`src/hdl/ldpc_timing_pkg.sv`:
```
/*
 * Pipeline latencies of the check node stages, in clock cycles.
 * Delay lines in the RTL are sized from these so the stages line up.
 */
package ldpc_timing_pkg;

    // LLR to magnitude and sign
    localparam int SPLIT_LATENCY = 1;

    // One register per comparator tree level
    localparam int MIN_SEARCH_LATENCY = 3;

    // Hiding the first minimum from the second search
    localparam int MASK_LATENCY = 1;

    // Signed output select
    localparam int OUTPUT_LATENCY = 1;

    // Input sample to o_valid, along the two searches
    localparam int CHECK_NODE_LATENCY = SPLIT_LATENCY + 2 * MIN_SEARCH_LATENCY
                                      + MASK_LATENCY + OUTPUT_LATENCY;

endpackage

```
`src/hdl/ldpc_types_pkg.sv`:
```
/*
 * Widths, constants and data types of the min-sum check node.
 * Imported by every RTL module and by the testbench.
 */
package ldpc_types_pkg;

    localparam int LLR_WIDTH = 8;
    localparam int EDGE_COUNT = 7;

    // Comparator tree slots, edges padded up to a power of two
    localparam int SEARCH_SLOTS = 2 ** $clog2(EDGE_COUNT);

    typedef logic signed [LLR_WIDTH-1:0] llr_t;
    typedef logic [LLR_WIDTH-1:0] mag_t;
    typedef logic [EDGE_COUNT-1:0] edge_mask_t;

    // One entry per edge, edge 0 in the lowest bits
    typedef mag_t [EDGE_COUNT-1:0] mag_array_t;
    typedef llr_t [EDGE_COUNT-1:0] llr_array_t;

    // Largest magnitude after saturation of the most negative LLR
    localparam mag_t MAG_MAX = mag_t'(2 ** (LLR_WIDTH - 1) - 1);

    // Pad and mask value, above any real magnitude
    localparam mag_t MAG_MASKED = '1;

endpackage

```
`src/hdl/check_node_state.sv`:
```
/*
 * Shared check node state: sign parity over all edges, alignment of the
 * first minimum to the second search, and the valid pipeline.
 */

`timescale 1ns/10ps

`default_nettype none

module check_node_state
    import ldpc_types_pkg::*;
    import ldpc_timing_pkg::*;
(
    input  wire logic                  i_clock,
    input  wire logic                  i_reset,
    input  wire logic                  i_valid,
    input  wire logic [EDGE_COUNT-1:0] i_signs,
    input  wire mag_t                  i_first_min,
    input  wire edge_mask_t            i_location,
    output      mag_t                  o_first_min,
    output      edge_mask_t            o_location,
    output      logic                  o_parity,
    output      logic                  o_valid
);

    // Parity is registered one cycle after the split, then waits for both searches
    localparam int PARITY_DELAY = 2 * MIN_SEARCH_LATENCY + MASK_LATENCY;
    // First minimum waits for the mask stage and the second search
    localparam int FIRST_MIN_DELAY = MASK_LATENCY + MIN_SEARCH_LATENCY;

    logic [SEARCH_SLOTS-1:0]       sign_pad;
    logic                          parity_low;
    logic                          parity_high;
    logic [PARITY_DELAY-1:0]       parity_pipe;
    mag_t                          first_min_pipe [FIRST_MIN_DELAY];
    logic [CHECK_NODE_LATENCY-1:0] valid_pipe;

    // Two level XOR tree, pad bits are zero
    assign sign_pad = {{(SEARCH_SLOTS - EDGE_COUNT){1'b0}}, i_signs};
    assign parity_low = ^sign_pad[SEARCH_SLOTS/2-1:0];
    assign parity_high = ^sign_pad[SEARCH_SLOTS-1:SEARCH_SLOTS/2];

    always_ff @(posedge i_clock) begin
        parity_pipe <= {parity_pipe[PARITY_DELAY-2:0], parity_low ^ parity_high};
    end

    always_ff @(posedge i_clock) begin
        first_min_pipe[0] <= i_first_min;
        for (int i = 1; i < FIRST_MIN_DELAY; i++) begin
            first_min_pipe[i] <= first_min_pipe[i-1];
        end
    end

    assign o_first_min = first_min_pipe[FIRST_MIN_DELAY-1];
    assign o_parity = parity_pipe[PARITY_DELAY-1];

    // Broadcast straight away, the lanes mask on it in the next cycle
    assign o_location = i_location;

    always_ff @(posedge i_clock) begin
        if (i_reset) begin
            valid_pipe <= '0;
        end else begin
            valid_pipe <= {valid_pipe[CHECK_NODE_LATENCY-2:0], i_valid};
        end
    end

    assign o_valid = valid_pipe[CHECK_NODE_LATENCY-1];

    // Every output strobe traces back to an input strobe at the fixed latency
    a_valid_latency: assert property (
        @(posedge i_clock) disable iff (i_reset)
        o_valid |-> $past(i_valid, CHECK_NODE_LATENCY)
    );

endmodule : check_node_state

`default_nettype wire

```
`src/hdl/check_node_update.sv`:
```
/*
 * Min-sum check node update for seven edges, top level.
 * Takes one LLR vector per cycle with i_valid; results follow on o_llrs
 * with o_valid at a fixed latency, without back-pressure.
 */

`timescale 1ns/10ps

`default_nettype none

module check_node_update
    import ldpc_types_pkg::*;
(
    input  wire logic       i_clock,
    input  wire logic       i_reset,
    input  wire llr_array_t i_llrs,
    input  wire logic       i_valid,
    output wire llr_array_t o_llrs,
    output      logic       o_valid
);

    wire mag_array_t            magnitudes;
    wire mag_array_t            masked_magnitudes;
    wire logic [EDGE_COUNT-1:0] signs;
    mag_t                       first_min;
    edge_mask_t                 first_location;
    mag_t                       aligned_first_min;
    edge_mask_t                 location;
    logic                       parity;
    mag_t                       second_min;

    for (genvar e = 0; e < EDGE_COUNT; e++) begin : g_lane
        edge_lane i_edge_lane (
            .i_clock            (i_clock),
            .i_reset            (i_reset),
            .i_llr              (i_llrs[e]),
            .i_is_min           (location[e]),
            .i_first_min        (aligned_first_min),
            .i_second_min       (second_min),
            .i_parity           (parity),
            .o_magnitude        (magnitudes[e]),
            .o_masked_magnitude (masked_magnitudes[e]),
            .o_sign             (signs[e]),
            .o_llr              (o_llrs[e])
        );
    end

    // First minimum and where it sits
    min_search i_min_search_first (
        .i_clock      (i_clock),
        .i_reset      (i_reset),
        .i_magnitudes (magnitudes),
        .o_minimum    (first_min),
        .o_location   (first_location)
    );

    // Runner-up, with the first minimum masked out
    min_search i_min_search_second (
        .i_clock      (i_clock),
        .i_reset      (i_reset),
        .i_magnitudes (masked_magnitudes),
        .o_minimum    (second_min),
        .o_location   ()
    );

    check_node_state i_check_node_state (
        .i_clock     (i_clock),
        .i_reset     (i_reset),
        .i_valid     (i_valid),
        .i_signs     (signs),
        .i_first_min (first_min),
        .i_location  (first_location),
        .o_first_min (aligned_first_min),
        .o_location  (location),
        .o_parity    (parity),
        .o_valid     (o_valid)
    );

endmodule : check_node_update

`default_nettype wire

```
`src/hdl/edge_lane.sv`:
```
/*
 * One edge of the check node: magnitude and sign split, masking of the
 * first minimum for the second search, and the signed output select.
 * Instantiated once per edge by the check node top level.
 */

`timescale 1ns/10ps

`default_nettype none

module edge_lane
    import ldpc_types_pkg::*;
    import ldpc_timing_pkg::*;
(
    input  wire logic i_clock,
    input  wire logic i_reset,
    input  wire llr_t i_llr,
    input  wire logic i_is_min,
    input  wire mag_t i_first_min,
    input  wire mag_t i_second_min,
    input  wire logic i_parity,
    output      mag_t o_magnitude,
    output      mag_t o_masked_magnitude,
    output      logic o_sign,
    output      llr_t o_llr
);

    // Magnitude waits for the first search result
    localparam int MAG_DELAY = MIN_SEARCH_LATENCY;
    // Location flag rides along with the mask and the second search
    localparam int IS_MIN_DELAY = MASK_LATENCY + MIN_SEARCH_LATENCY;
    // Sign waits for both searches and the mask stage
    localparam int SIGN_DELAY = 2 * MIN_SEARCH_LATENCY + MASK_LATENCY;

    mag_t                    neg_mag;
    mag_t                    split_mag;
    mag_t                    mag_pipe [MAG_DELAY];
    logic [IS_MIN_DELAY-1:0] is_min_pipe;
    logic [SIGN_DELAY-1:0]   sign_pipe;
    mag_t                    out_mag;
    logic                    out_negate;

    // -128 wraps to 128 when negated, saturate it to 127
    assign neg_mag = mag_t'(-i_llr);

    always_comb begin
        if (i_llr[LLR_WIDTH-1]) begin
            split_mag = (neg_mag > MAG_MAX) ? MAG_MAX : neg_mag;
        end else begin
            split_mag = mag_t'(i_llr);
        end
    end

    always_ff @(posedge i_clock) begin
        o_magnitude <= split_mag;
        o_sign <= i_llr[LLR_WIDTH-1];
    end

    always_ff @(posedge i_clock) begin
        mag_pipe[0] <= o_magnitude;
        for (int i = 1; i < MAG_DELAY; i++) begin
            mag_pipe[i] <= mag_pipe[i-1];
        end
    end

    // Hide the first minimum so the second search finds the runner-up
    always_ff @(posedge i_clock) begin
        o_masked_magnitude <= i_is_min ? MAG_MASKED : mag_pipe[MAG_DELAY-1];
        is_min_pipe <= {is_min_pipe[IS_MIN_DELAY-2:0], i_is_min};
        sign_pipe <= {sign_pipe[SIGN_DELAY-2:0], o_sign};
    end

    // The edge holding the first minimum gets the second one
    assign out_mag = is_min_pipe[IS_MIN_DELAY-1] ? i_second_min : i_first_min;

    // Own sign removed from the total parity
    assign out_negate = sign_pipe[SIGN_DELAY-1] ^ i_parity;

    always_ff @(posedge i_clock) begin
        if (out_negate) begin
            o_llr <= llr_t'(-out_mag);
        end else begin
            o_llr <= llr_t'(out_mag);
        end
    end

    // Saturation keeps every magnitude, and so every output, representable
    a_magnitude_saturated: assert property (
        @(posedge i_clock) disable iff (i_reset)
        !$isunknown(o_magnitude) |-> o_magnitude <= MAG_MAX
    );

endmodule : edge_lane

`default_nettype wire

```
`src/hdl/min_search.sv`:
```
/*
 * Pipelined comparator tree over the edge magnitudes.
 * Returns the smallest magnitude and its one-hot edge, one level per cycle.
 */

`timescale 1ns/10ps

`default_nettype none

module min_search
    import ldpc_types_pkg::*;
    import ldpc_timing_pkg::*;
(
    input  wire logic       i_clock,
    input  wire logic       i_reset,
    input  wire mag_array_t i_magnitudes,
    output      mag_t       o_minimum,
    output      edge_mask_t o_location
);

    localparam int HALF_SLOTS = SEARCH_SLOTS / 2;

    mag_t                    slot_mag [SEARCH_SLOTS];
    logic [SEARCH_SLOTS-1:0] slot_loc [SEARCH_SLOTS];

    // Tree levels 1 to MIN_SEARCH_LATENCY, level n holds SEARCH_SLOTS >> n nodes
    mag_t                    tree_mag [1:MIN_SEARCH_LATENCY][HALF_SLOTS];
    logic [SEARCH_SLOTS-1:0] tree_loc [1:MIN_SEARCH_LATENCY][HALF_SLOTS];

    // Real edges first, then pads that never win against a real magnitude
    always_comb begin
        for (int s = 0; s < EDGE_COUNT; s++) begin
            slot_mag[s] = i_magnitudes[s];
        end
        for (int s = EDGE_COUNT; s < SEARCH_SLOTS; s++) begin
            slot_mag[s] = MAG_MASKED;
        end
        for (int s = 0; s < SEARCH_SLOTS; s++) begin
            slot_loc[s] = SEARCH_SLOTS'(1) << s;
        end
    end

    // Strict compare keeps the lower slot on a tie
    always_ff @(posedge i_clock) begin
        for (int n = 0; n < HALF_SLOTS; n++) begin
            if (slot_mag[2*n+1] < slot_mag[2*n]) begin
                tree_mag[1][n] <= slot_mag[2*n+1];
                tree_loc[1][n] <= slot_loc[2*n+1];
            end else begin
                tree_mag[1][n] <= slot_mag[2*n];
                tree_loc[1][n] <= slot_loc[2*n];
            end
        end

        for (int lvl = 2; lvl <= MIN_SEARCH_LATENCY; lvl++) begin
            for (int n = 0; n < (SEARCH_SLOTS >> lvl); n++) begin
                if (tree_mag[lvl-1][2*n+1] < tree_mag[lvl-1][2*n]) begin
                    tree_mag[lvl][n] <= tree_mag[lvl-1][2*n+1];
                    tree_loc[lvl][n] <= tree_loc[lvl-1][2*n+1];
                end else begin
                    tree_mag[lvl][n] <= tree_mag[lvl-1][2*n];
                    tree_loc[lvl][n] <= tree_loc[lvl-1][2*n];
                end
            end
        end
    end

    assign o_minimum = tree_mag[MIN_SEARCH_LATENCY][0];

    // Pad slots can only win if every edge is masked, so drop their bits
    assign o_location = tree_loc[MIN_SEARCH_LATENCY][0][EDGE_COUNT-1:0];

    // Exactly one edge holds the minimum once the tree carries real data
    a_location_onehot: assert property (
        @(posedge i_clock) disable iff (i_reset)
        !$isunknown(o_location) |-> $onehot(o_location)
    );

endmodule : min_search

`default_nettype wire

```
`config.mk`:
```
export PLATFORM = sky130hd
export DESIGN_NAME = check_node_update
export DESIGN_NICKNAME = d
export VERILOG_FILES = /design/src/hdl/ldpc_timing_pkg.sv /design/src/hdl/ldpc_types_pkg.sv /design/src/hdl/check_node_state.sv /design/src/hdl/check_node_update.sv /design/src/hdl/edge_lane.sv /design/src/hdl/min_search.sv
export SDC_FILE = /design/constraint.sdc
export NUM_CORES = 1
export LEC_CHECK = 0
export BUFFER_PORTS_ARGS = -buffer_cell sky130_fd_sc_hd__buf_4
export CELL_PAD_IN_SITES_DETAIL_PLACEMENT = 1
export CELL_PAD_IN_SITES_GLOBAL_PLACEMENT = 1
export CORE_MARGIN = 4
export CORE_UTILIZATION = 45
export CTS_CLUSTER_DIAMETER = 200
export CTS_CLUSTER_SIZE = 28
export DETAILED_ROUTE_END_ITERATION = 7
export PLACE_DENSITY_LB_ADDON = 0.1
export RECOVER_POWER = 25
export SETUP_SLACK_MARGIN = 0.05
export SYNTH_ARGS = -nofsm -noshare
export SYNTH_HDL_FRONTEND = slang
export SYNTH_HIERARCHICAL = 1
export SYNTH_SLANG_ARGS = --single-unit
export TNS_END_PERCENT = 100
```
`constraint.sdc`:
```
create_clock -name i_clock -period 6.3 [get_ports i_clock]
set_input_delay 1.26 -clock i_clock [delete_from_list [all_inputs] [get_ports i_clock]]
set_output_delay 1.26 -clock i_clock [all_outputs]
set_load 0.05 [all_outputs]
```
==> results.ini, run 1 <==
[power_and_ir_drop]
peakVddDrop_v=0.000257
powerDensity_mw_per_mm2=485
power.total_mw=10.4
p_leak_nw=9.14

[die]
core_area_mm2=0.0433
die_area_mm2=0.0474
dieWidth_um=218
row_count=76
die_h_um=218
ios=116
start_util_pct=45.7

[timing]
period_share_pct=42.7
max_freq_ghz=0.372
period_minus_slack_ns=2.69
finalSetupViolations=0
drv_slew=0
worst_pin_slew_ns=1.13
tns_ns=0
rsz0062_at_grt=false
hold_violations=0
slew_headroom_pct=24.5
skew_ns=0.0213

[clock_tree]
clock_latency_ns=0.56
cts-htree-levels=1
clk_transition_reported_paths_ns=0.09
hold_buffers=0
tritoncts=built
post_cts_buffers=0
clockBufferDepth=3
post_cts_resized=0
ctsRootBufferMaster=clkbuf_16
cts_sinks=600
cts_buffers=25

[drt]
dr.pass1.iters=4
drt-initial-drc-count=450
viasPerCell=4.77
wl_per_cell_um=15.8
vias=10900
drcViolationCount=0
totalWireLength_um=36200
antenna_left=0

[setup_path]
endpoint=g_lane[2].i_edge_lane/o_magnitude[2]
r2r-end=i_min_search_first/tree_mag[0][36]
worst_r2r_path_depth=6
start_kind=input pin
worstSetupStartpoint=i_llrs[17]
timing.rr.start=i_min_search_first/tree_mag[0][14]
critPathKind=input pin to flip-flop
cp_data_arrival_time_ns=3.11
r2r_slack_ns=4.02
crit_fanout=8
critPathRequiredTime_ns=6.72
worstSetupEndpointType=flip-flop

[finish]
fin_util_pct=49.8
layout_common_cells=600 x dfxtp_1, 124 x inv_1, 116 x buf_4, 105 x ha_1, 94 x mux2_2
final_cell_area_mm2=0.0215
final_nets=1867
syn_to_final_growth_pct=8.84
drive_gt1_share_pct=20.0
nFillCells=4501
instances_no_fill=2288
final-seq-area_mm2=0.0120
final_common_cell=dfxtp_1
multi_input_area_mm2=0.00681

[global_route]
grt_pass1_wl_um=59800
grt.overflow.total=0
track_usage_pct=15.4
grt_pass1_vias=11500
grt_max_degree=29
antenna_found_initial=1

[synthesis]
syn-cell-area_mm2=0.0198
syn_nets=1783
synthCells=1619
ys_warn_count=6
avgSynthCellArea_um2=12.2

[hold_path]
hold_class=flip-flop to flip-flop

[placed_design]
placedCellCount=2261
gp_congestion=0.837
port_buffers=115
place_area_mm2=0.0209
place_hpwl_um=27000

[outcome]
status=finished clean

[run]
drv_cap=0

## worst min-delay path by stage
| stage | start | end | slack, ns | depth (start not counted) |
|---|---|---|---|---|
| after global placement | g_lane[2].i_edge_lane/sign_pipe[1] | g_lane[2].i_edge_lane/sign_pipe[2] | 0.31 | 0 |
| after floorplan | g_lane[0].i_edge_lane/is_min_pipe[0] | g_lane[0].i_edge_lane/is_min_pipe[1] | 0.31 | 0 |
| after CTS | i_min_search_first/tree_mag[0][51] | i_check_node_state/first_min_pipe[0][3] | 0.32 | 0 |
| after detailed placement | g_lane[5].i_edge_lane/sign_pipe[4] | g_lane[5].i_edge_lane/sign_pipe[5] | 0.31 | 0 |
| after global routing | g_lane[5].i_edge_lane/is_min_pipe[1] | g_lane[5].i_edge_lane/is_min_pipe[2] | 0.33 | 0 |
| final | i_min_search_first/tree_mag[0][51] | i_check_node_state/first_min_pipe[0][3] | 0.32 | 0 |
## metrics by stage
step	setup slack (ns)	hold WS (ns)
floorplan	3.44	0.310
global placement	3.17	0.310
detailed placement	3.06	0.313
CTS	3.68	0.324
global route	3.51	0.332
finish	3.61	0.324
## final cells by class
cell class	instances	share of cell area, %
sequential	600	55.8
clock buffer	25	2.91
clock inverter	1	0.0755
tap	585	3.40
multi-input combinational	836	31.6
inverter	124	2.16
antenna	1	0.0116
timing repair buffer	116	4.04
## per-layer routing
metal	GRT usage (%)	vias up	share of wire, %
li1	-	5603	-
met1	20.9	5145	48
met2	26.5	122	48
met3	1.69	42	2.8
met4	3.43	0	1.8
met5	0	-	0
## registers in the layout, indices dropped and copies added, names as in the netlist, 9 cells and up
name,cells
g_lane.i_edge_lane/mag_pipe,168
g_lane.i_edge_lane/o_llr,56
g_lane.i_edge_lane/o_magnitude,56
g_lane.i_edge_lane/o_masked_magnitude,56
i_min_search_first/tree_mag,56
i_min_search_second/tree_mag,56
g_lane.i_edge_lane/sign_pipe,49
i_check_node_state/first_min_pipe,32
g_lane.i_edge_lane/is_min_pipe,28
i_min_search_first/tree_loc,20
i_check_node_state/valid_pipe,9
## power breakdown
part           total [mW]  internal, mW  switching, mW
Sequential           5.46          4.70          0.760
Combinational        3.21          1.42           1.79
Clock                1.77         0.721           1.05
## worst max-delay path: stages
cell,delay [ns]
buf_4,0.12
or4_4,0.54
nor2_1,0.15
nand2_1,0.07
ha_1,0.37
nand2b_1,0.27
o21ai_0,0.20
o21ai_0,0.12
No activity file was read; power rests on OpenSTA's default activity.
==> run 2, diff against run 1 <==
Clock period 6.3 ns to 2.51 ns, I/O delays scaled along.
==> run 2 against run 1 <==
Against the previous run: routed wire length grew 1.3%; critical path depth shrank 3; first-iteration DRC count shrank 3.3%; design area grew 0.81%; critical endpoint is now i_min_search_first/tree_mag[0][52]; largest power group unchanged.
==> results.ini, run 2 (synthesis gave the netlist of run 1 again) <==
[timing]
hold_violations=0
finalSetupViolations=0
skew_ns=0.0249
period_minus_slack_ns=2.11
tns_ns=0
max_freq_ghz=0.473
slew_headroom_pct=44.6
worst_pin_slew_ns=0.825
period_share_pct=84.2
rsz0062_at_grt=false
drv_slew=0
fin_hold_ws_ns=0.126

[finish]
largest_reg_flops=168
instances_no_fill=2313
syn_to_final_growth_pct=9.73
multi_input_area_mm2=0.00681
nFillCells=4524
drive_gt1_share_pct=20.7
final_nets=1893
final_common_cell=dfxtp_1
layout_common_cells=600 x dfxtp_1, 133 x buf_4, 124 x inv_1, 105 x ha_1, 94 x mux2_2
final-seq-area_mm2=0.0120
largest-register=g_lane.i_edge_lane/mag_pipe
n_antenna_cell=0
fin_util_pct=50.2

[power_and_ir_drop]
p_sw_share_pct=34.4
p_leak_nw=9.25
power.total_mw=26.6
power_switching_mw=9.14
powerDensity_mw_per_mm2=1220
p_int_mw=17.4
clockPowerShare_pct=16.9
peakVddDrop_v=0.000569
comb_power_share_pct=33.4
pwr-share-seq_pct=49.7

[drt]
dr.pass1.iters=4
totalWireLength_um=36700
drcViolationCount=0
antenna_left=0
drt-initial-drc-count=435
vias=11000
wl_per_cell_um=15.9
viasPerCell=4.77

[setup_path]
crit_chain=inv_1 > ha_1 > nand4_1 > o31ai_2 > mux2_2
r2r_slack_ns=0.40
crit_buf_inv=1
critPathKind=flip-flop to flip-flop
slowest_delay_ns=0.75
crit_fanout=9
start_kind=flip-flop
cp_data_arrival_time_ns=2.55
critPathRequiredTime_ns=2.95
worstSetupEndpointType=flip-flop
critical_path.top_delay_family=compound AO/OA/AOI/OAI gates
crit_path_top_delay_cell=o31ai_2

[clock_tree]
ctsRootBufferMaster=clkbuf_16
clockBufferDepth=3
clock_latency_ns=0.56
post_cts_buffers=0
cts_sinks=600
cts_buffers=25
tritoncts=built
hold_buffers=0
cts-htree-levels=1
clk_transition_reported_paths_ns=0.10
post_cts_resized=0

[placed_design]
placedCellCount=2287
place_hpwl_um=27700
gp_congestion=0.833
port_buffers=115

[die]
ios=116
core_area_mm2=0.0433
die_h_um=218
row_count=76
dieWidth_um=218
start_util_pct=45.7
die_area_mm2=0.0474

[global_route]
grt_pass1_vias=11600
antenna_found_initial=1
track_usage_pct=15.5
grt_pass1_wl_um=60600
grt_max_degree=29
grt.overflow.total=0

[outcome]
status=finished clean

[run]
drv_cap=0

[hold_path]
hold_class=input pin to flip-flop

-- run 2: stage by stage --
step                setup WS, ns  area (um^2)
finish                     0.397        21700
global route               0.219        21700
CTS                        0.376        21700
detailed placement        0.0391        21100
global placement           0.148        21100
floorplan                  0.407        19800
-- run 2: path summary, 6_finish.rpt --
path	from	end	depth (start not counted)
worst max-delay path	i_min_search_first/tree_mag[0][45]	i_min_search_first/tree_mag[0][52]	5
worst min-delay path	i_llrs[54]	g_lane[6].i_edge_lane/o_magnitude[6]	2
worst max register to register	i_min_search_first/tree_mag[0][45]	i_min_search_first/tree_mag[0][52]	5
worst min register to register	i_check_node_state/first_min_pipe[1][7]	i_check_node_state/first_min_pipe[2][7]	0
-- run 2: worst register-to-register path, delay by kind of cell (launching register included) --
| kind | cells | cell delay (ns) |
|---|---|---|
| DFF | 1 | 0.35 |
| AOI/OAI and AO/OA | 1 | 0.75 |
| and+or+nand+nor | 1 | 0.10 |
| buffers and inverters | 1 | 0.05 |
| adders and majority gates | 1 | 0.29 |
| muxes | 1 | 0.45 |
-- run 2: per-layer routing --
| metal | wire (um) | up-vias | part of all wire [%] | global-route usage (%) |
|---|---|---|---|---|
| met1 | 17400 | 5225 | 47 | 21.1 |
| met4 | 776 | 0 | 2.1 | 3.67 |
| met3 | 1100 | 44 | 3.0 | 1.99 |
| met5 | 0 | - | 0 | 0 |
| li1 | - | 5644 | - | - |
| met2 | 17400 | 127 | 47 | 26.6 |
-- run 2: final cells by class --
| class | count | share of cell area [%] |
|---|---|---|
| sequential | 600 | 55.3 |
| multi-input combinational | 836 | 31.4 |
| timing repair buffer | 142 | 4.83 |
| tap | 585 | 3.37 |
| clock buffer | 25 | 2.88 |
| inverter | 124 | 2.14 |
| clock inverter | 1 | 0.0749 |
-- run 2: power groups by stage --
stage	sequential, mW	clock (mW)	combinational, mW
6_report	13.2	4.49	8.88
5_1_grt	13.5	5.09	9.76
4_1_cts	13.3	4.70	9.03
3_5_place_dp	13.5	0	8.99
3_3_place_gp	13.4	0	8.82
2_1_floorplan	14.5	0	5.43
